[src/include/mf2_defs.svh]
`ifndef MF2_DEFS_SVH
`define MF2_DEFS_SVH

////////////////////
// Expansion RAM
////////////////////

`define MF2_RAM_AW 13 // 8 KB

// Opcode fetch addresses seen by the cartridge
`define MF2_NMI_VECTOR 16'h0066 // NMI entry, pages the cartridge in
`define MF2_EXIT_ADDR  16'h0065 // ROM exit, sets hidden

////////////////////
// I/O ports
////////////////////

`define MF2_PAGE_PORT     14'b11111110111010 // FEE8 / FEEA, bit 1 picks off
`define MF2_PORT_GA       8'h7F // Gate array
`define MF2_PORT_CRTC_SEL 8'hBC
`define MF2_PORT_CRTC_VAL 8'hBD
`define MF2_PORT_PPI      8'hF7 // 8255
`define MF2_PORT_ROMSEL   8'hDF // Upper ROM select

////////////////////
// Shadow locations at the top of the RAM
////////////////////

`define MF2_SHADOW_PEN_IDX   13'h1FCF
`define MF2_SHADOW_PEN_BASE  9'h1F9 // Pen colour, low nibble is the pen
`define MF2_SHADOW_BORDER    13'h1FDF
`define MF2_SHADOW_MODE      13'h1FEF
`define MF2_SHADOW_BANK      13'h1FFF
`define MF2_SHADOW_CRTC_SEL  13'h1CFF
`define MF2_SHADOW_CRTC_BASE 9'h1DB // CRTC value, low nibble is the register
`define MF2_SHADOW_PPI       13'h17FF
`define MF2_SHADOW_ROMSEL    13'h1AAC

`endif

[src/verilog/mf2_bus_pkg.sv]
`default_nettype none

package mf2_bus_pkg;

	////////////////////
	// I/O write classes
	////////////////////

	// One of these leaves the decode stage per io_wr rise,
	// CYC_NONE on every other cycle
	typedef enum logic [1:0] {
		CYC_NONE     = 2'd0, // Nothing of interest
		CYC_PAGE_ON  = 2'd1, // Write to FEE8
		CYC_PAGE_OFF = 2'd2, // Write to FEEA
		CYC_STORE    = 2'd3  // Hardware register copy into shadow RAM
	} cycle_t;

	// True for either paging port
	function automatic logic is_page_cmd(input cycle_t c);
		logic hit;
		hit = (c == CYC_PAGE_ON) || (c == CYC_PAGE_OFF);
		return hit;
	endfunction

endpackage

`default_nettype wire

[src/verilog/mf2_state_pkg.sv]
`default_nettype none

package mf2_state_pkg;

	////////////////////
	// Paging FSM
	////////////////////

	typedef enum logic [1:0] {
		ST_IDLE     = 2'd0, // Cartridge paged out
		ST_NMI_PEND = 2'd1, // NMI raised, waiting for the 0066h fetch
		ST_ACTIVE   = 2'd2  // ROM and RAM mapped into the low 16 KB
	} state_t;

	////////////////////
	// Configuration
	////////////////////

	typedef enum logic [1:0] {
		MODE_ENABLED  = 2'd0,
		MODE_HIDDEN   = 2'd1, // Paging ports ignored until first NMI entry
		MODE_DISABLED = 2'd2  // Key never raises NMI
	} mode_t;

	// Anything but enabled comes out of reset hidden
	function automatic logic starts_hidden(input mode_t m);
		logic h;
		h = (m != MODE_ENABLED);
		return h;
	endfunction

endpackage

`default_nettype wire

[src/verilog/mf2_control.sv]
`timescale 1ns/1ps
`default_nettype none

`include "mf2_defs.svh"

module mf2_control (
	input  logic                 clk_sys,
	input  logic                 reset,
	input  mf2_state_pkg::mode_t mode,
	input  mf2_bus_pkg::cycle_t  cycle,
	input  logic                 key_rise,
	input  logic                 fetch_vector,
	input  logic                 fetch_exit,
	input  logic [15:0]          cpu_addr,
	output logic                 nmi,
	output logic                 mf2_en,
	output logic                 rom_en,
	output logic                 ram_en
);

	mf2_state_pkg::state_t state;
	mf2_state_pkg::mode_t  mode_q; // Held from the last reset
	logic                  hidden;

	////////////////////
	// Paging FSM
	////////////////////

	always_ff @(posedge clk_sys) begin
		if (reset) begin
			state  <= mf2_state_pkg::ST_IDLE;
			mode_q <= mode;
			hidden <= mf2_state_pkg::starts_hidden(mode);
		end else begin
			case (state)
				mf2_state_pkg::ST_IDLE: begin
					if (key_rise && mode_q != mf2_state_pkg::MODE_DISABLED)
						state <= mf2_state_pkg::ST_NMI_PEND;
					else if (cycle == mf2_bus_pkg::CYC_PAGE_ON && !hidden)
						state <= mf2_state_pkg::ST_ACTIVE; // Ignored while hidden
				end
				mf2_state_pkg::ST_NMI_PEND: begin
					if (fetch_vector) begin
						state  <= mf2_state_pkg::ST_ACTIVE;
						hidden <= 1'b0; // Entry always reveals the cartridge
					end
				end
				mf2_state_pkg::ST_ACTIVE: begin
					if (cycle == mf2_bus_pkg::CYC_PAGE_OFF)
						state <= mf2_state_pkg::ST_IDLE;
					if (fetch_exit)
						hidden <= 1'b1;
				end
				default: state <= mf2_state_pkg::ST_IDLE;
			endcase
		end
	end

	assign nmi    = (state == mf2_state_pkg::ST_NMI_PEND);
	assign mf2_en = (state == mf2_state_pkg::ST_ACTIVE);

	////////////////////
	// Memory map
	////////////////////

	assign rom_en = mf2_en && (cpu_addr[15:13] == 3'b000); // 0000-1FFF
	assign ram_en = mf2_en && (cpu_addr[15:13] == 3'b001); // 2000-3FFF

	// Cartridge is never paged in while its NMI is still pending
	a_nmi_en: assert property (@(posedge clk_sys) disable iff (reset)
		!(nmi && mf2_en));
	a_rom_ram: assert property (@(posedge clk_sys) disable iff (reset)
		$onehot0({rom_en, ram_en}));

endmodule

`default_nettype wire

[config.mk]
export PLATFORM = sky130hd
export DESIGN_NAME = mf2_control
export DESIGN_NICKNAME = d
export VERILOG_FILES = /design/src/verilog/mf2_bus_pkg.sv /design/src/verilog/mf2_state_pkg.sv /design/src/verilog/mf2_control.sv
export VERILOG_INCLUDE_DIRS = /design/src /design/src/include
export SDC_FILE = /design/constraint.sdc
export NUM_CORES = 1
export LEC_CHECK = 0
export ABC_CLOCK_PERIOD_IN_PS = 2400
export BUFFER_PORTS_ARGS = -buffer_cell sky130_fd_sc_hd__buf_2
export CAP_MARGIN = 20
export CORE_AREA = 2 2 39 41
export CTS_CLUSTER_DIAMETER = 30
export CTS_CLUSTER_SIZE = 10
export DETAILED_ROUTE_END_ITERATION = 6
export DIE_AREA = 0 0 41 43
export HOLD_SLACK_MARGIN = 0.06
export PLACE_DENSITY_LB_ADDON = 0.08
export RECOVER_POWER = 100
export SLEW_MARGIN = 10
export SYNTH_ARGS = -nofsm -noshare
export SYNTH_HDL_FRONTEND = slang
export SYNTH_SLANG_ARGS = --single-unit
[constraint.sdc]
create_clock -name clk_sys -period 2.4 [get_ports clk_sys]
set_input_delay 0.36 -clock clk_sys [delete_from_list [all_inputs] [get_ports clk_sys]]
set_output_delay 0.36 -clock clk_sys [all_outputs]
set_load 0.02 [all_outputs]
; After elaboration in Yosys (flattened, before gate mapping)
; Index checks and enable logic that the tools add are counted.
[word_totals]
inputBits = 25
ff_bits = 5
out_inout_bits = 4
word_cells = 34
[classes]
reduce_logical = 11
mux = 9
eq_ne = 11
[op_table]
columns = operator, count
row1 = "!= test 3 bit, second input constant", 3
row2 = 2-to-1 mux 2 bit, 4
row3 = one-hot mux 2 bit (3 select lines), 1
row4 = AND reduction 3 bit, 2
row5 = "== test 2 x 1 -> 1 bit, second input constant", 2
row6 = "== test 2 bit, second input constant", 2
row7 = logical AND 1 bit, 4
row8 = "!= test 2 bit, second input constant", 2
row9 = "== test 3 x 1 -> 1 bit, second input constant", 1
row10 = logical NOT 3 bit, 1
row11 = 2-to-1 mux 1 bit, 3
row12 = nonzero test 3 bit, 1
row13 = logical NOT 2 bit, 1
row14 = "!= test 2 x 1 -> 1 bit, second input constant", 1
row15 = one-hot mux 1 bit (2 select lines), 1
row16 = nonzero test 2 bit, 1
row17 = logical NOT 1 bit, 1

; Depth between registers and ports, before layout
[depth]
depth_word = 5
depth_mapped = 3
depth_no_buf = 3

; Worst setup path after synthesis
; Ideal clock, no wire load.
[synth_path]
path_kind = register -> output
from = reg state[0]
to = out ram_en
n_path_buf = 0
slack_ns = 0.813
t_required_ns = 2.040
arrival_ns = 1.227
path_stages_with_launch = 3
cell_sequence = dfxtp_1 nand2b_1 nor4b_1
[synth_between]
elab_chain_cells = 2
[synth_lines]
columns = item, line_no
row1 = "start, declared", mf2_control.sv:21  ; mf2_state_pkg::state_t state;
row2 = "start signal, assigned", mf2_control.sv:31  ; state <= mf2_state_pkg::ST_IDLE;
row3 = "start signal, assigned", mf2_control.sv:38  ; state <= mf2_state_pkg::ST_NMI_PEND;
row4 = "start signal, assigned", mf2_control.sv:40  ; state <= mf2_state_pkg::ST_ACTIVE;
row5 = == test 2 bit, mf2_control.sv:60  ; assign mf2_en = (state == mf2_state_pkg::ST_ACTIVE);
row6 = logical AND 1 bit, mf2_control.sv:67  ; assign ram_en = mf2_en && (cpu_addr[15:13] == 3'b001);
row7 = "end, declared", mf2_control.sv:18  ; output logic ram_en
; No other way between the ends.

; Worst setup path in the final report
; Same ends and word-level chain as after synthesis.

==> reports/summary.log <==
qor: clocking.clk_pin_slew_worst_paths 0.04 ns
qor: clocking.post_cts_resized 0
qor: outcome.outcome complete, no violations
qor: floorplan.die_w 41 µm
qor: yosys.ys_ff_latch 5
qor: clocking.post_cts_hold_buffer_count 0
qor: clocking.cts-buffers-inserted 3
qor: clocking.cts_tree built
qor: finish.layout-drive-gt1-share 29.55%
qor: timing.finClkSkew 0.001520 ns
qor: yosys.yosys.cell_types.count 16
qor: finish.finish.cell_count_without_fillers 60
qor: global_route.grt_overflow 0
qor: timing.setup_viol_count_final 0
qor: floorplan.core_area 1384 µm²
qor: worst_hold_path.worstHoldPathType in2reg
qor: worst_setup_path.timing.critical_path.cells nand2b_1 -> nor4b_1 -> clkbuf_1
qor: yosys.count_of_yosys_warnings_during_synthesis 0
qor: drt.ant_nets 0
qor: yosys.mappedNetlistNets 50
qor: placed_design.port_buffers 15
qor: clocking.ctsHtreeMaxLevel 1
qor: yosys.synth-xor-area-share 0%
qor: finish.layout-area-overhead-vs-synth 46.46%
qor: clocking.clock-sinks 5
qor: worst_setup_path.cpMaxStageDelayCell sky130_fd_sc_hd__dfxtp_1
qor: finish.fin_area 362.8 µm²
qor: timing.timing.fmax 0.6128 GHz
qor: drt.postRouteWirelength 563 µm
qor: yosys.post_synth_mux_area_share 0%
qor: worst_setup_path.critical-path-max-stage-delay 0.33 ns
qor: global_route.grt_first_pass_wirelength 848 µm
qor: global_route.track_usage 7.685%
qor: power.net-switching-power 58.53 µW
qor: yosys.synth_top_family_by_area simple AND/OR/NAND/NOR gates
qor: timing.fin_tns_setup 0 ns
qor: floorplan.io-pin-count 29
qor: yosys.synth_fa_ha_area_share 0%
qor: global_route.grt_max_degree 8
qor: placed_design.post-place-cells 56
qor: power.internal_power 181.0 µW
qor: floorplan.standard_cell_row_count 14
qor: drt.remaining_drc_errors 0
qor: yosys.synth.avg_cell_area 9.910 µm²
qor: timing.worst_pin_slew 0.3014 ns
qor: yosys.post_synthesis_share_of_cell_area_spent_on_and_or_nand_and_nor_gates 29.80%
qor: finish.layout.cells.most_common_list sky130_fd_sc_hd__buf_2 (10), sky130_fd_sc_hd__clkbuf_1 (6), sky130_fd_sc_hd__nor2b_1 (3), sky130_fd_sc_hd__clkbuf_4 (3), sky130_fd_sc_hd__edfxtp_1 (3)
qor: floorplan.die_h 43 µm
qor: timing.final-hold-violation-count 0
qor: drt.final_routed_wire_length_divided_by_cell_count 9.383 µm
qor: timing.max-slew-margin-rel 79.90%
qor: timing.rsz0062_at_grt false
qor: worst_setup_path.critical_path_required 2.04 ns
qor: clocking.clockBufferDepth 2
qor: yosys.syn-cell-area 247.7 µm²
qor: power.power.leakage 0.0001514 µW
qor: clocking.clk_latency 0.24 ns
qor: worst_setup_path.highest_fanout_seen_on_the_critical_path 5
qor: floorplan.area_of_the_die 1763 µm²
qor: finish.finish.net_count 70
qor: timing.final_min_period_over_clock_period 67.99%
qor: timing.holdWs 0.3171 ns
qor: placed_design.postPlaceCellArea 342.8 µm²
qor: yosys.synth_compound_gate_area_share 14.65%
qor: floorplan.initial_utilization 17.90%
qor: power.vdd_drop_max 225.4 µV
qor: flow_run.maxCapViolCount 0
qor: timing.maxSlewViolCount 0
qor: yosys.share_of_the_yosys_chip_area_belonging_to_registers 52.53%
qor: worst_setup_path.crit_path_start_kind flip-flop
qor: finish.layout_commonest_cell sky130_fd_sc_hd__buf_2
qor: power.powerDensity 660.2 nW/µm²
qor: global_route.antenna_found_initial 0
qor: placed_design.gpl.final_weighted_congestion 0.6628
qor: worst_setup_path.setup.worst_path.class reg2out
qor: drt.detail_route.iter0.violations 4
qor: timing.period_needed 1.632 ns
qor: worst_setup_path.regToRegSetupSlack 1.24 ns
qor: power.netSwitchingFraction 24.43%
qor: finish.antenna_cells_inserted 0
qor: drt.vias 251
qor: clocking.cts_setup_buffers 0
qor: yosys.postSynthCellCount 25
qor: power.power_frac_clock 39.7%
qor: worst_setup_path.cp_data_arrival_time 1.27 ns
qor: drt.viasPerCell 4.183
qor: drt.drtPass1Iterations 3
qor: power.power.sequential.fraction 44.0%
qor: clocking.clk_root_buffer_cell sky130_fd_sc_hd__clkbuf_4
qor: worst_setup_path.critical_path_sink_type primary output
qor: power.power.share.combinational 16.3%
qor: global_route.via_count_of_the_first_global_routing_pass 231
## sequential cells by signal (all words and copies together) (netlist names)
name / cells
state: 2
hidden: 1
mode_q: 2
## Yosys cell counts
cell,count,area [µm²]
sky130_fd_sc_hd__a21oi_1,2,10.01
sky130_fd_sc_hd__nor2b_1,3,18.77
sky130_fd_sc_hd__nor2_1,1,3.750
sky130_fd_sc_hd__inv_1,2,7.510
sky130_fd_sc_hd__a221o_1,1,10.01
sky130_fd_sc_hd__nand3_1,1,5.000
sky130_fd_sc_hd__and3_1,1,6.260
sky130_fd_sc_hd__o22ai_1,1,6.260
sky130_fd_sc_hd__nand2b_1,2,12.51
sky130_fd_sc_hd__o21ai_0,2,10.01
sky130_fd_sc_hd__or3b_1,1,8.760
sky130_fd_sc_hd__edfxtp_1,3,90.09
sky130_fd_sc_hd__nor4b_1,1,8.760
sky130_fd_sc_hd__nand2_1,1,3.750
sky130_fd_sc_hd__dfxtp_1,2,40.04
sky130_fd_sc_hd__nor4_1,1,6.260
## final timing paths
check | start | end | cells after the start
worst max-delay path | state[0]$_SDFFE_PP0P_ | ram_en | 3
worst min-delay path | mode[1] | mode_q[1]$_DFFE_PP_ | 1
worst max register to register | state[0]$_SDFFE_PP0P_ | hidden$_DFFE_PP_ | 3
worst min register to register | mode_q[1]$_DFFE_PP_ | state[0]$_SDFFE_PP0P_ | 3
## power groups by stage
stage                     Combinational (µW)  Clock [µW]  Sequential, µW
after floorplan                         23.3           0             105
after global placement                  39.9           0             107
after detailed placement                40.6           0             107
after CTS                               40.8        98.5             106
after global routing                    43.6         101             107
final                                   39.1        95.1             105
## metrics by stage
stage	power, µW	worst slack [ns]	util, %
2_1_floorplan	128.5	0.8132	-
3_3_place_gp	147.0	1.083	24.77
3_5_place_dp	147.6	1.051	24.77
4_1_cts	244.9	0.7823	26.67
5_1_grt	251.4	0.6343	26.22
6_report	239.6	0.7682	26.22
## logic make-up (layout without fill, tap and decap cells)
logic type      count (synthesis)  after routing
simple gates                   12             12
buf+inv                         2             21
flops                           5              5
compound gates                  6              6
## layer usage
layer | wire length, µm | GRT usage [%] | part of all wire, %
met2 | 304 | 11.25 | 54
met4 | 0 | 6.000 | 0
met1 | 214 | 8.224 | 38
met3 | 44 | 3.141 | 7.8
met5 | 0 | 0 | 0
## worst max-delay path: cells and delay by family (launching register included)
family	cells	cell delay [ns]
buf+inv	1	0.26
simple gates	2	0.44
flops	1	0.33
## final cells by class
type	instances	area, µm²
fill	160	1021
inverter	2	7.507
sequential	5	130.1
timing repair buffer	15	68.82
tap	16	20.02
clock buffer	4	26.28
multi-input combinational	18	110.1
Power figures use the tool's default switching activity.
