`src/include/mf2_defs.svh`:
```
`ifndef MF2_DEFS_SVH
`define MF2_DEFS_SVH

////////////////////
// Expansion RAM
////////////////////

`define MF2_RAM_AW 13 // 8 KB

// Opcode fetch addresses seen by the cartridge
`define MF2_NMI_VECTOR 16'h0066 // NMI entry, pages the cartridge in
`define MF2_EXIT_ADDR  16'h0065 // ROM exit, sets hidden

////////////////////
// I/O ports
////////////////////

`define MF2_PAGE_PORT     14'b11111110111010 // FEE8 / FEEA, bit 1 picks off
`define MF2_PORT_GA       8'h7F // Gate array
`define MF2_PORT_CRTC_SEL 8'hBC
`define MF2_PORT_CRTC_VAL 8'hBD
`define MF2_PORT_PPI      8'hF7 // 8255
`define MF2_PORT_ROMSEL   8'hDF // Upper ROM select

////////////////////
// Shadow locations at the top of the RAM
////////////////////

`define MF2_SHADOW_PEN_IDX   13'h1FCF
`define MF2_SHADOW_PEN_BASE  9'h1F9 // Pen colour, low nibble is the pen
`define MF2_SHADOW_BORDER    13'h1FDF
`define MF2_SHADOW_MODE      13'h1FEF
`define MF2_SHADOW_BANK      13'h1FFF
`define MF2_SHADOW_CRTC_SEL  13'h1CFF
`define MF2_SHADOW_CRTC_BASE 9'h1DB // CRTC value, low nibble is the register
`define MF2_SHADOW_PPI       13'h17FF
`define MF2_SHADOW_ROMSEL    13'h1AAC

`endif

```
`src/verilog/mf2_bus_pkg.sv`:
```
`default_nettype none

package mf2_bus_pkg;

	////////////////////
	// I/O write classes
	////////////////////

	// One of these leaves the decode stage per io_wr rise,
	// CYC_NONE on every other cycle
	typedef enum logic [1:0] {
		CYC_NONE     = 2'd0, // Nothing of interest
		CYC_PAGE_ON  = 2'd1, // Write to FEE8
		CYC_PAGE_OFF = 2'd2, // Write to FEEA
		CYC_STORE    = 2'd3  // Hardware register copy into shadow RAM
	} cycle_t;

	// True for either paging port
	function automatic logic is_page_cmd(input cycle_t c);
		logic hit;
		hit = (c == CYC_PAGE_ON) || (c == CYC_PAGE_OFF);
		return hit;
	endfunction

endpackage

`default_nettype wire

```
`src/verilog/mf2_bus_decode.sv`:
```
`timescale 1ns/1ps
`default_nettype none

`include "mf2_defs.svh"

module mf2_bus_decode (
	input  logic                   clk_sys,
	input  logic                   reset,
	input  logic [15:0]            cpu_addr,
	input  logic [7:0]             cpu_dout,
	input  logic                   io_wr,
	input  logic                   m1,
	input  logic                   key_nmi,
	output mf2_bus_pkg::cycle_t    cycle,
	output logic [`MF2_RAM_AW-1:0] store_addr,
	output logic                   key_rise,
	output logic                   fetch_vector,
	output logic                   fetch_exit
);

	logic                   io_wr_q, m1_q, key_q;
	logic                   io_rise, m1_rise;
	logic [4:0]             pen_index;   // Bit 4 selects the border
	logic [3:0]             crtc_reg;
	logic [`MF2_RAM_AW-1:0] store_addr_c;
	logic                   page_hit;

	assign io_rise  = io_wr & ~io_wr_q;
	assign m1_rise  = m1 & ~m1_q;
	assign page_hit = (cpu_addr[15:2] == `MF2_PAGE_PORT);

	////////////////////
	// Shadow location of the current write
	////////////////////

	always_comb begin
		store_addr_c = '0; // Zero means not a shadowed port
		case (cpu_addr[15:8])
			`MF2_PORT_GA: begin
				case (cpu_dout[7:6])
					2'b00: store_addr_c = `MF2_SHADOW_PEN_IDX;
					2'b01: store_addr_c = pen_index[4] ? `MF2_SHADOW_BORDER
						: {`MF2_SHADOW_PEN_BASE, pen_index[3:0]};
					2'b10: store_addr_c = `MF2_SHADOW_MODE;
					default: store_addr_c = `MF2_SHADOW_BANK;
				endcase
			end
			`MF2_PORT_CRTC_SEL: store_addr_c = `MF2_SHADOW_CRTC_SEL;
			`MF2_PORT_CRTC_VAL: store_addr_c = {`MF2_SHADOW_CRTC_BASE, crtc_reg};
			`MF2_PORT_PPI:      store_addr_c = `MF2_SHADOW_PPI;
			`MF2_PORT_ROMSEL:   store_addr_c = `MF2_SHADOW_ROMSEL;
			default:            store_addr_c = '0;
		endcase
	end

	////////////////////
	// Edge pulses
	////////////////////

	always_ff @(posedge clk_sys) begin
		if (reset) begin
			io_wr_q      <= 1'b0;
			m1_q         <= 1'b0;
			key_q        <= 1'b0;
			key_rise     <= 1'b0;
			fetch_vector <= 1'b0;
			fetch_exit   <= 1'b0;
			cycle        <= mf2_bus_pkg::CYC_NONE;
		end else begin
			io_wr_q      <= io_wr;
			m1_q         <= m1;
			key_q        <= key_nmi;
			key_rise     <= key_nmi & ~key_q;
			fetch_vector <= m1_rise && (cpu_addr == `MF2_NMI_VECTOR);
			fetch_exit   <= m1_rise && (cpu_addr == `MF2_EXIT_ADDR);
			if (!io_rise)
				cycle <= mf2_bus_pkg::CYC_NONE;
			else if (page_hit)
				cycle <= cpu_addr[1] ? mf2_bus_pkg::CYC_PAGE_OFF : mf2_bus_pkg::CYC_PAGE_ON;
			else if (|store_addr_c)
				cycle <= mf2_bus_pkg::CYC_STORE;
			else
				cycle <= mf2_bus_pkg::CYC_NONE;
		end
	end

	always_ff @(posedge clk_sys) begin
		store_addr <= store_addr_c; // Only looked at with a store pulse
	end

	// Pen and CRTC register follow the select writes
	always_ff @(posedge clk_sys) begin
		if (reset) begin
			pen_index <= '0;
			crtc_reg  <= '0;
		end else if (cycle == mf2_bus_pkg::CYC_STORE) begin
			if (store_addr == `MF2_SHADOW_PEN_IDX)
				pen_index <= cpu_dout[4:0]; // Data still held by the bus
			if (store_addr == `MF2_SHADOW_CRTC_SEL)
				crtc_reg <= cpu_dout[3:0];
		end
	end

	// Stores never point at location zero
	a_store_addr: assert property (@(posedge clk_sys) disable iff (reset)
		(cycle == mf2_bus_pkg::CYC_STORE) |-> (store_addr != '0));

endmodule

`default_nettype wire

```
`config.mk`:
```
export PLATFORM = sky130hd
export DESIGN_NAME = mf2_bus_decode
export DESIGN_NICKNAME = d
export VERILOG_FILES = /design/src/verilog/mf2_bus_pkg.sv /design/src/verilog/mf2_bus_decode.sv
export VERILOG_INCLUDE_DIRS = /design/src /design/src/include
export SDC_FILE = /design/constraint.sdc
export NUM_CORES = 1
export LEC_CHECK = 0
export ABC_AREA = 1
export BUFFER_PORTS_ARGS = -buffer_cell sky130_fd_sc_hd__buf_2
export CORE_AREA = 2 2 60 62
export CTS_BUF_LIST = sky130_fd_sc_hd__clkbuf_2
export DETAILED_ROUTE_END_ITERATION = 8
export DIE_AREA = 0 0 62 64
export PLACE_DENSITY = 0.74
export SLEW_MARGIN = 0
export SYNTH_ARGS = -nofsm -noshare
export SYNTH_HDL_FRONTEND = slang
export SYNTH_SLANG_ARGS = --single-unit
```
`constraint.sdc`:
```
create_clock -name clk_sys -period 1.3 [get_ports clk_sys]
set_input_delay 0 -clock clk_sys [delete_from_list [all_inputs] [get_ports clk_sys]]
set_output_delay 0 -clock clk_sys [all_outputs]
set_load 0.02 [all_outputs]
```
* After elaboration in Yosys (flattened, before gate mapping) *
Cells that the tools add are included.

word-level totals
  bits of input ports = 29
  flip-flop bits (word level) = 30

operators by class
  reductions and logical operators = 7
  eq/ne operators = 13
  mux-type cells = 6
  bitwise gates (word level) = 7

operator list
  cell                                                               number
  13-bit one-hot mux with 5 select lines                             1
  16-bit by 7-bit == test with 1-bit output (second input constant)  2
  8-bit == test (second input constant)                              4
  13-bit == test (second input constant)                             2
  7-bit one-hot mux with 3 select lines                              1
  14-bit == test (second input constant)                             1
  13-bit OR reduction                                                1
  8-bit by 7-bit == test with 1-bit output (second input constant)   1
  7-bit two-way mux                                                  1
  2-bit two-way mux                                                  3
  2-bit == test (second input constant)                              2
  1-bit inverter                                                     4
  2-bit AND reduction                                                2
  1-bit bitwise AND                                                  3
  2-bit by 1-bit == test with 1-bit output (second input constant)   1
  1-bit logical AND                                                  2
  2-bit zero test                                                    1
  2-bit OR reduction                                                 1

* Depth between registers and ports, before layout *
Gate-level depths: netlist of run 1.

  depth in word-level cells = 6
  depth in mapped cells = 9

* Least setup slack after synthesis of run 1 *
OpenSTA, ideal clock, no wires.

  path kind = register to register
  from = reg store_addr[7]
  to = reg crtc_reg[0]
  clock period less this slack = 1.256 ns
  library setup time = 0.113 ns
  cell stages (with the launch flop) = 8
  data arrival time = 1.143 ns
  slack = 0.044 ns
  required time = 1.187 ns
  cells stage by stage = dfxtp_1 nand2_1 nor2_1 nand2b_1 nor2_4 nand2_1 nand2_1 nor2_1

on the way
  cells in the longest elaborated chain, start to end = 2

RTL lines
  item                           RTL line               source
  start: declaration             mf2_bus_decode.sv:15   output logic [`MF2_RAM_AW-1:0] store_addr,
  start signal: assignment       mf2_bus_decode.sv:88   store_addr <= store_addr_c;
  13-bit == test (no line)       --
  2-bit AND reduction (no line)  --
  end signal: assignment         mf2_bus_decode.sv:100  crtc_reg <= cpu_dout[3:0];
  end: declaration               mf2_bus_decode.sv:24   logic [3:0] crtc_reg;

No other way between the ends.
A chain may end at the register's enable or synchronous reset.

==> summary.md, run 1 <==
| Metric | Value |
|---|---|
| Share of cells above drive strength 1 | 0.286 |
| Startpoint types | input pin |
| Slowest CP cell | dlygate4sd3_1 |
| P per Cell Area | 872 nW/um2 |
| Switching part of the total power | 0.222 |
| Distinct cells, synth | 27 |
| Clock share of power | 0.352 |
| Ant diodes | 0 |
| CTS tree | done |
| Critical-path cell list | dlygate4sd3_1, buf_2, nor3_1, dlygate4sd3_1, nand2_1, nor2_1 |
| Max Cap Viol | 0 |
| First-pass GRT wire length | around 5200 um |
| Crit path capture | fetch_vector |
| R2R setup slack | 90 ps |
| First drt pass iteration count | 4 |
| Filler Cell Count | 321 |
| GP Congestion | 0.807 |
| Post-synth ARST share | 0 |
| Crit-path max cell delay | 570 ps |
| Die Ht | 64 um |
| Clock tree sinks | 29 |
| Vias per cell | 4.50 |
| Status | finished clean |
| Area taken by multi-input logic gates | 674 um2 |
| Most frequent cell on the critical path | dlygate4sd3_1 |
| Post-synthesis sequential area ratio | 0.426 |
| Clk buf depth | 2 |
| Top-count cell post-synth | nand2_1 |
| Syn_area_per_cell | 6.98 um2 |
| Cell taking the most area after synthesis | dfxtp_1 |
| Setup TNS | 0 ps |
| Number of synthesized register bits | 29 |
| Clk_lat worst skew | 340 ps |
| Vias in the first global route | approximately 1400 |
| Ports | 47 |
| Yosys warnings | 0 |
| Most common library cells after synthesis | 43 x nand2_1, 42 x nor2_1, 29 x dfxtp_1 |
| Largest net degree at the start of global routing | 12 |
| Wire per inst | 10.1 um |
| Hpwl dp | ~2300 um |
| Synth top area cells | dfxtp_1 43%, nand2_1 12%, nor2_1 12% |
| Die Width | a little over 60 um |
| Worst ir drop on vdd | around 0.00048 V |
| Slew Limit Fails | 0 |
| Final nets | about 300 |
| Placeable Area | 3280 um2 |
| Num CTS Buffers | 5 |
| Max reg flops | 12 |
| Logic pwr share | 0.122 |
| Area grow syn2layout | 44.9% |
| HP Class | in2reg |
| Post-Syn Area | 1360 um2 |
| Initial antenna violation count | 0 |
| Critical Path RT | about 1600 ps |
| DRC Markers | 0 |
| Final Cycle Share | 0.991 |
| Vias | 1437 |
| Placed instance area | 1630 um2 |
| RR Endpoint | pen_index[0] |
| Synth top area share | 0.426 |
| Clock slew at reported path FFs | 140 ps |
| Total net switching power | 381 uW |
| Fin area | a little under 2000 um2 |
| Worst reg2reg startpoint | store_addr[4] |
| Max-slew headroom | 0.743 |
| DIE AREA | 3970 um2 |
| Top_reg_cell synth | dfxtp_1 |
| Root buffer selected by CTS | clkbuf_2 |
| CP Max Fanout | 7 |
| Syn nets | 224 |
| LEAKAGE | between 0.001 and 0.0015 uW |
| Initial Util | 0.414 |
| I/O Buffers | 45 |
| Final WL | approximately 3200 um |
| GR Overflow Total | 0 |
| Post-route ant nets | 0 |
| Crit. End Element | flip-flop |
| Fin crit period | approximately 1300 ps |
| EDFF count, synth | 0 |
| Clock Skews | 11.9 ps |
| Final Hold Fails | 0 |
| Highest Clock Rate | approximately 0.78 GHz |
| Crit. Startpoint | reset |
| CP arrival | about 1600 ps |
| CTS H-tree lvls | 2 |
| Slew @ Worst Pin | 383 ps |
| Internal Power | ~1300 uW |
| # rows | 21 |
| Initial DRC count | 34 |
| R2R cell count | 5 |
| Share of power burned in registers | 0.526 |
| Critical path type | in2reg |
| Reg area | 586 um2 |
| Setup-failing EPs final | 0 |
| RSZ-0062 raised after global routing | no |
| Tot GR Track Use | 0.178 |
| Mapped Cells | 195 |
## kinds of logic (layout without fill, tap and decap cells)
logic type | Yosys count | count (layout) | synth area share
DFF | 29 | 29 | 0.426
and+or+nand+nor | 129 | 129 | 0.447
buffers and inverters | 28 | 106 | 0.0855
AOI/OAI and AO/OA | 9 | 9 | 0.0414
## placed cells by master (no fill, tap or decap)
master         instances
dfxtp_1               25
dlygate4sd3_1         26
nand2_2                7
dfxtp_2                4
a31oi_1                1
inv_1                 24
a21oi_1                1
nor3_4                 1
o21ai_1                2
nand3_2                2
nor2_4                 4
buf_2                 45
clkinv_1               2
buf_4                  1
nor2_1                42
o211ai_1               3
nor4_1                 1
nand4_1                2
nor2_2                 3
inv_2                  1
nand2_1               42
nand3_1               16
o21ai_0                1
nand2b_2               1
nand3b_1               1
bufinv_16              1
clkbuf_2               6
o21a_1                 1
nor3_2                 1
or2_4                  1
nor3_1                 5
## stage by stage
| stage | total power [uW] | worst slack (ps) | utilization | cells | hold WS [ps] |
|---|---|---|---|---|---|
| 6_report | 1720 | 11.5 | 0.600 | 319 | 27.0 |
| 5_1_grt | 1810 | 6.10 | 0.600 | 319 | 17.7 |
| 4_1_cts | 1740 | 63.2 | 0.596 | 319 | 4.68 |
| 3_5_place_dp | 1070 | 103 | 0.497 | 285 | 221 |
| 3_3_place_gp | 1070 | 123 | 0.497 | 285 | 209 |
| 2_1_floorplan | 1000 | 43.8 | - | 195 | 71.2 |
## final cells by class
cell class,instances,share of cell area
clock inverters,2,0.0171
clock buffers,6,0.0152
well taps,46,0.0292
inverters,26,0.0495
flip-flops and latches,29,0.297
repair buffers,72,0.250
multi-input cells,138,0.342
## worst min-delay path by stage
stage                      from          to  slack, ps  depth (start not counted)
finish              cpu_addr[2]  fetch_exit         30                          5
global route        cpu_addr[2]  fetch_exit         20                          5
CTS                 cpu_addr[2]  fetch_exit          5                          5
detailed placement      key_nmi       key_q        220                          3
global placement        key_nmi       key_q        210                          3
floorplan                 reset        m1_q         70                          1
## critical path: cells and delay by family
family        cells  cell delay [ps]
buf+inv           3             1260
simple gates      3              310
## power groups by stage
stage / Sequential [uW] / Clock (uW) / Combinational (uW)
after global routing: 906 / 669 / 234
after detailed placement: 924 / 0 / 149
after floorplan: 931 / 0 / 70.5
final: 904 / 605 / 210
after global placement: 923 / 0 / 147
after CTS: 904 / 626 / 206
## repair_timing
action / CTS / global route
hold endpoints to repair: 19 / 0
resized for setup: 0 / 7
endpoints found under the setup margin: 0 / 5
hold buffers: 26 / 0
setup buffers: 0 / 0
## routing by layer
| layer | vias to the layer above | global-route usage | routed length, um |
|---|---|---|---|
| met4 | 0 | 0.0559 | 25 |
| met1 | 638 | 0.187 | 1350 |
| met5 | - | 0 | 0 |
| met3 | 2 | 0.0607 | 168 |
| li1 | 761 | - | - |
| met2 | 36 | 0.318 | 1670 |
Note: power is estimated with default switching activity, not from simulation.
==> inputs of run 2 (changes only) <==
--- a/config.mk
+++ b/config.mk
@@ -8,11 +8,11 @@
 export LEC_CHECK = 0
 export ABC_AREA = 1
 export BUFFER_PORTS_ARGS = -buffer_cell sky130_fd_sc_hd__buf_2
-export CORE_AREA = 2 2 60 62
+export CORE_AREA = 2 2 56 58
 export CTS_BUF_LIST = sky130_fd_sc_hd__clkbuf_2
 export DETAILED_ROUTE_END_ITERATION = 8
-export DIE_AREA = 0 0 62 64
-export PLACE_DENSITY = 0.74
+export DIE_AREA = 0 0 58 60
+export PLACE_DENSITY = 0.82
 export SLEW_MARGIN = 0
 export SYNTH_ARGS = -nofsm -noshare
 export SYNTH_HDL_FRONTEND = slang
==> summary.md, run 2 (synthesized netlist as in run 1, its figures left out) <==
| Metric | Value |
|---|---|
| Status | finished clean (unchanged) |
| Placed Cells | 271 (was 285) |
| First drt pass iteration count | 4 (unchanged) |
| Clk_lat worst skew | 380 ps (was 340 ps) |
| # rows | 20 (was 21) |
| Hpwl dp | 2240 um (was 2300 um) |
| R2R setup slack | 120 ps (was 90 ps) |
| Ports | 47 (unchanged) |
| Reg area | 582 um2 (was 586 um2) |
| Clock Skews | 26.2 ps (was 11.9 ps) |
| Commonest non-fill, non-tap cell in the layout | buf_2 (unchanged) |
| Switching part of the total power | 0.267 (was 0.222) |
| RSZ-0062 raised after global routing | no (unchanged) |
| Max Cap Viol | 0 (unchanged) |
| Die Ht | 60 um (was 64 um) |
| Critical path type | in2reg (unchanged) |
| Crit. End Element | flip-flop (unchanged) |
| Crit. Startpoint | cpu_addr[7] (was reset) |
| Fin area | 1920 um2 (was 1970 um2) |
| Tot GR Track Use | 0.235 (was 0.178) |
| GR Overflow Total | 0 (unchanged) |
| R2R cell count | 6 (was 5) |
| Filler Cell Count | 244 (was 321) |
| Root buffer selected by CTS | clkbuf_2 (unchanged) |
| Num CTS Buffers | 5 (unchanged) |
| Post-route ant nets | 0 (unchanged) |
| GP Congestion | 0.839 (was 0.807) |
| LEAKAGE | 0.00100 uW (was 0.00102 uW) |
| Clock slew at reported path FFs | 150 ps (was 140 ps) |
| CP Max Fanout | 2 (was 7) |
| Internal Power | 1140 uW (was 1340 uW) |
| Worst reg2reg startpoint | store_addr[2] (was store_addr[4]) |
| Vias per cell | 4.68 (was 4.50) |
| Max-slew headroom | 0.738 (was 0.743) |
| Critical Path RT | 1630 ps (was 1590 ps) |
| Ant diodes | 0 (unchanged) |
| RR Endpoint | crtc_reg[3] (was pen_index[0]) |
| Share of cells above drive strength 1 | 0.272 (was 0.286) |
| Area taken by multi-input logic gates | 669 um2 (was 674 um2) |
| DRC Markers | 0 (unchanged) |
| DIE AREA | 3480 um2 (was 3970 um2) |
| Max reg flops | 12 (unchanged) |
| Initial DRC count | 47 (was 34) |
| Placed instance area | 1610 um2 (was 1630 um2) |
| Highest Clock Rate | 0.810 GHz (was 0.776 GHz) |
| Setup TNS | 0 ps (unchanged) |
| Initial antenna violation count | 0 (unchanged) |
| Clock tree sinks | 29 (unchanged) |
| Initial Util | 0.469 (was 0.414) |
| Slew @ Worst Pin | 391 ps (was 383 ps) |
| Vias in the first global route | 1366 (was 1350) |
| Final Cycle Share | 0.950 (was 0.991) |
| Final Hold Fails | 0 (unchanged) |
| I/O Buffers | 45 (unchanged) |
| CTS tree | done (unchanged) |
| CP arrival | 1570 ps (was 1580 ps) |
| Die Width | 58 um (was 62 um) |
| Most frequent cells in the layout | 45 x buf_2, 42 x nand2_1, 42 x nor2_1 (unchanged) |
| CTS H-tree lvls | 2 (unchanged) |
| Final core utilization | 0.660 (was 0.600) |
| Slew Limit Fails | 0 (unchanged) |
| Clock share of power | 0.284 (was 0.352) |
| Area grow syn2layout | 40.7% (was 44.9%) |
| Logic pwr share | 0.137 (was 0.122) |
| Vias | 1426 (was 1437) |
| Worst ir drop on vdd | 0.000712 V (was 0.000476 V) |
| Fin crit period | 1240 ps (was 1290 ps) |
| Largest net degree at the start of global routing | 12 (unchanged) |
| Share of power burned in registers | 0.580 (was 0.526) |
| Crit path capture | fetch_exit (was fetch_vector) |
| Placeable Area | 2900 um2 (was 3280 um2) |
| Total net switching power | 416 uW (was 381 uW) |
| Wire per inst | 11.2 um (was 10.1 um) |
| Setup-failing EPs final | 0 (unchanged) |
| HP Class | in2reg (unchanged) |
| First-pass GRT wire length | 5890 um (was 5220 um) |
| Final nets | 300 (was 301) |
| Startpoint types | input pin (unchanged) |
| Design Power | 1560 uW (was 1720 uW) |
| Clk buf depth | 2 (unchanged) |
| Final WL | 3420 um (was 3210 um) |
| P per Cell Area | 815 nW/um2 (was 872 nW/um2) |
| Layout Cells excl Fill | 305 (was 319) |
==> run 2: what timing repair did <==
| item | in CTS | in global routing |
|---|---|---|
| setup endpoints to repair | 0 | 7 |
| setup buffers | 0 | 0 |
| gates resized for setup | 0 | 3 |
| hold buffers | 26 | 0 |
| endpoints found under the hold margin | 19 | 0 |
==> run 2: how the worst min path moves through the flow <==
| stage | endpoint | cells past startpoint | start | slack, ps |
|---|---|---|---|---|
| 6_report | fetch_exit | 6 | cpu_addr[8] | 80 |
| 2_1_floorplan | m1_q | 1 | reset | 70 |
| 3_5_place_dp | io_wr_q | 3 | io_wr | 230 |
| 5_1_grt | fetch_exit | 6 | cpu_addr[8] | 100 |
| 3_3_place_gp | key_q | 3 | key_nmi | 210 |
| 4_1_cts | fetch_exit | 6 | cpu_addr[8] | 40 |
==> run 2: critical path: stages <==
cell           delay (ps)
dlygate4sd3_1         540
buf_2                 130
nor2_1                 90
dlygate4sd3_1         590
nand4_1               110
nor2_1                110
==> run 2: routing by layer <==
layer | routed length [um] | part of all wire | vias up | GRT usage
met5 | 0 | 0 | - | 0
met4 | 97 | 0.028 | 0 | 0.120
met3 | 177 | 0.052 | 12 | 0.0736
met2 | 1740 | 0.51 | 38 | 0.422
met1 | 1410 | 0.41 | 620 | 0.246
li1 | - | - | 756 | -
==> run 2: final cells by class <==
cell class	count	area share
Clock buffer	6	0.0157
Clock inverter	2	0.00523
Inverter	26	0.0509
Multi-Input combinational cell	138	0.349
Sequential cell	29	0.304
Tap cell	33	0.0216
Timing Repair Buffer	71	0.253
==> run 2: stage by stage <==
| stage | hold WS, ps | setup slack, ps |
|---|---|---|
| 6_report | 81.7 | 64.7 |
| 5_1_grt | 103 | 20.1 |
| 4_1_cts | 36.7 | 68.6 |
| 3_5_place_dp | 225 | 59.8 |
| 3_3_place_gp | 212 | 95.2 |
| 2_1_floorplan | 71.2 | 43.8 |
==> run 2: power by group through the flow <==
stage | clock network [uW] | registers [uW] | logic [uW]
detailed placement | 0 | 924 | 148
global route | 507 | 906 | 238
global placement | 0 | 924 | 145
finish | 443 | 904 | 214
CTS | 449 | 904 | 206
floorplan | 0 | 931 | 70.5
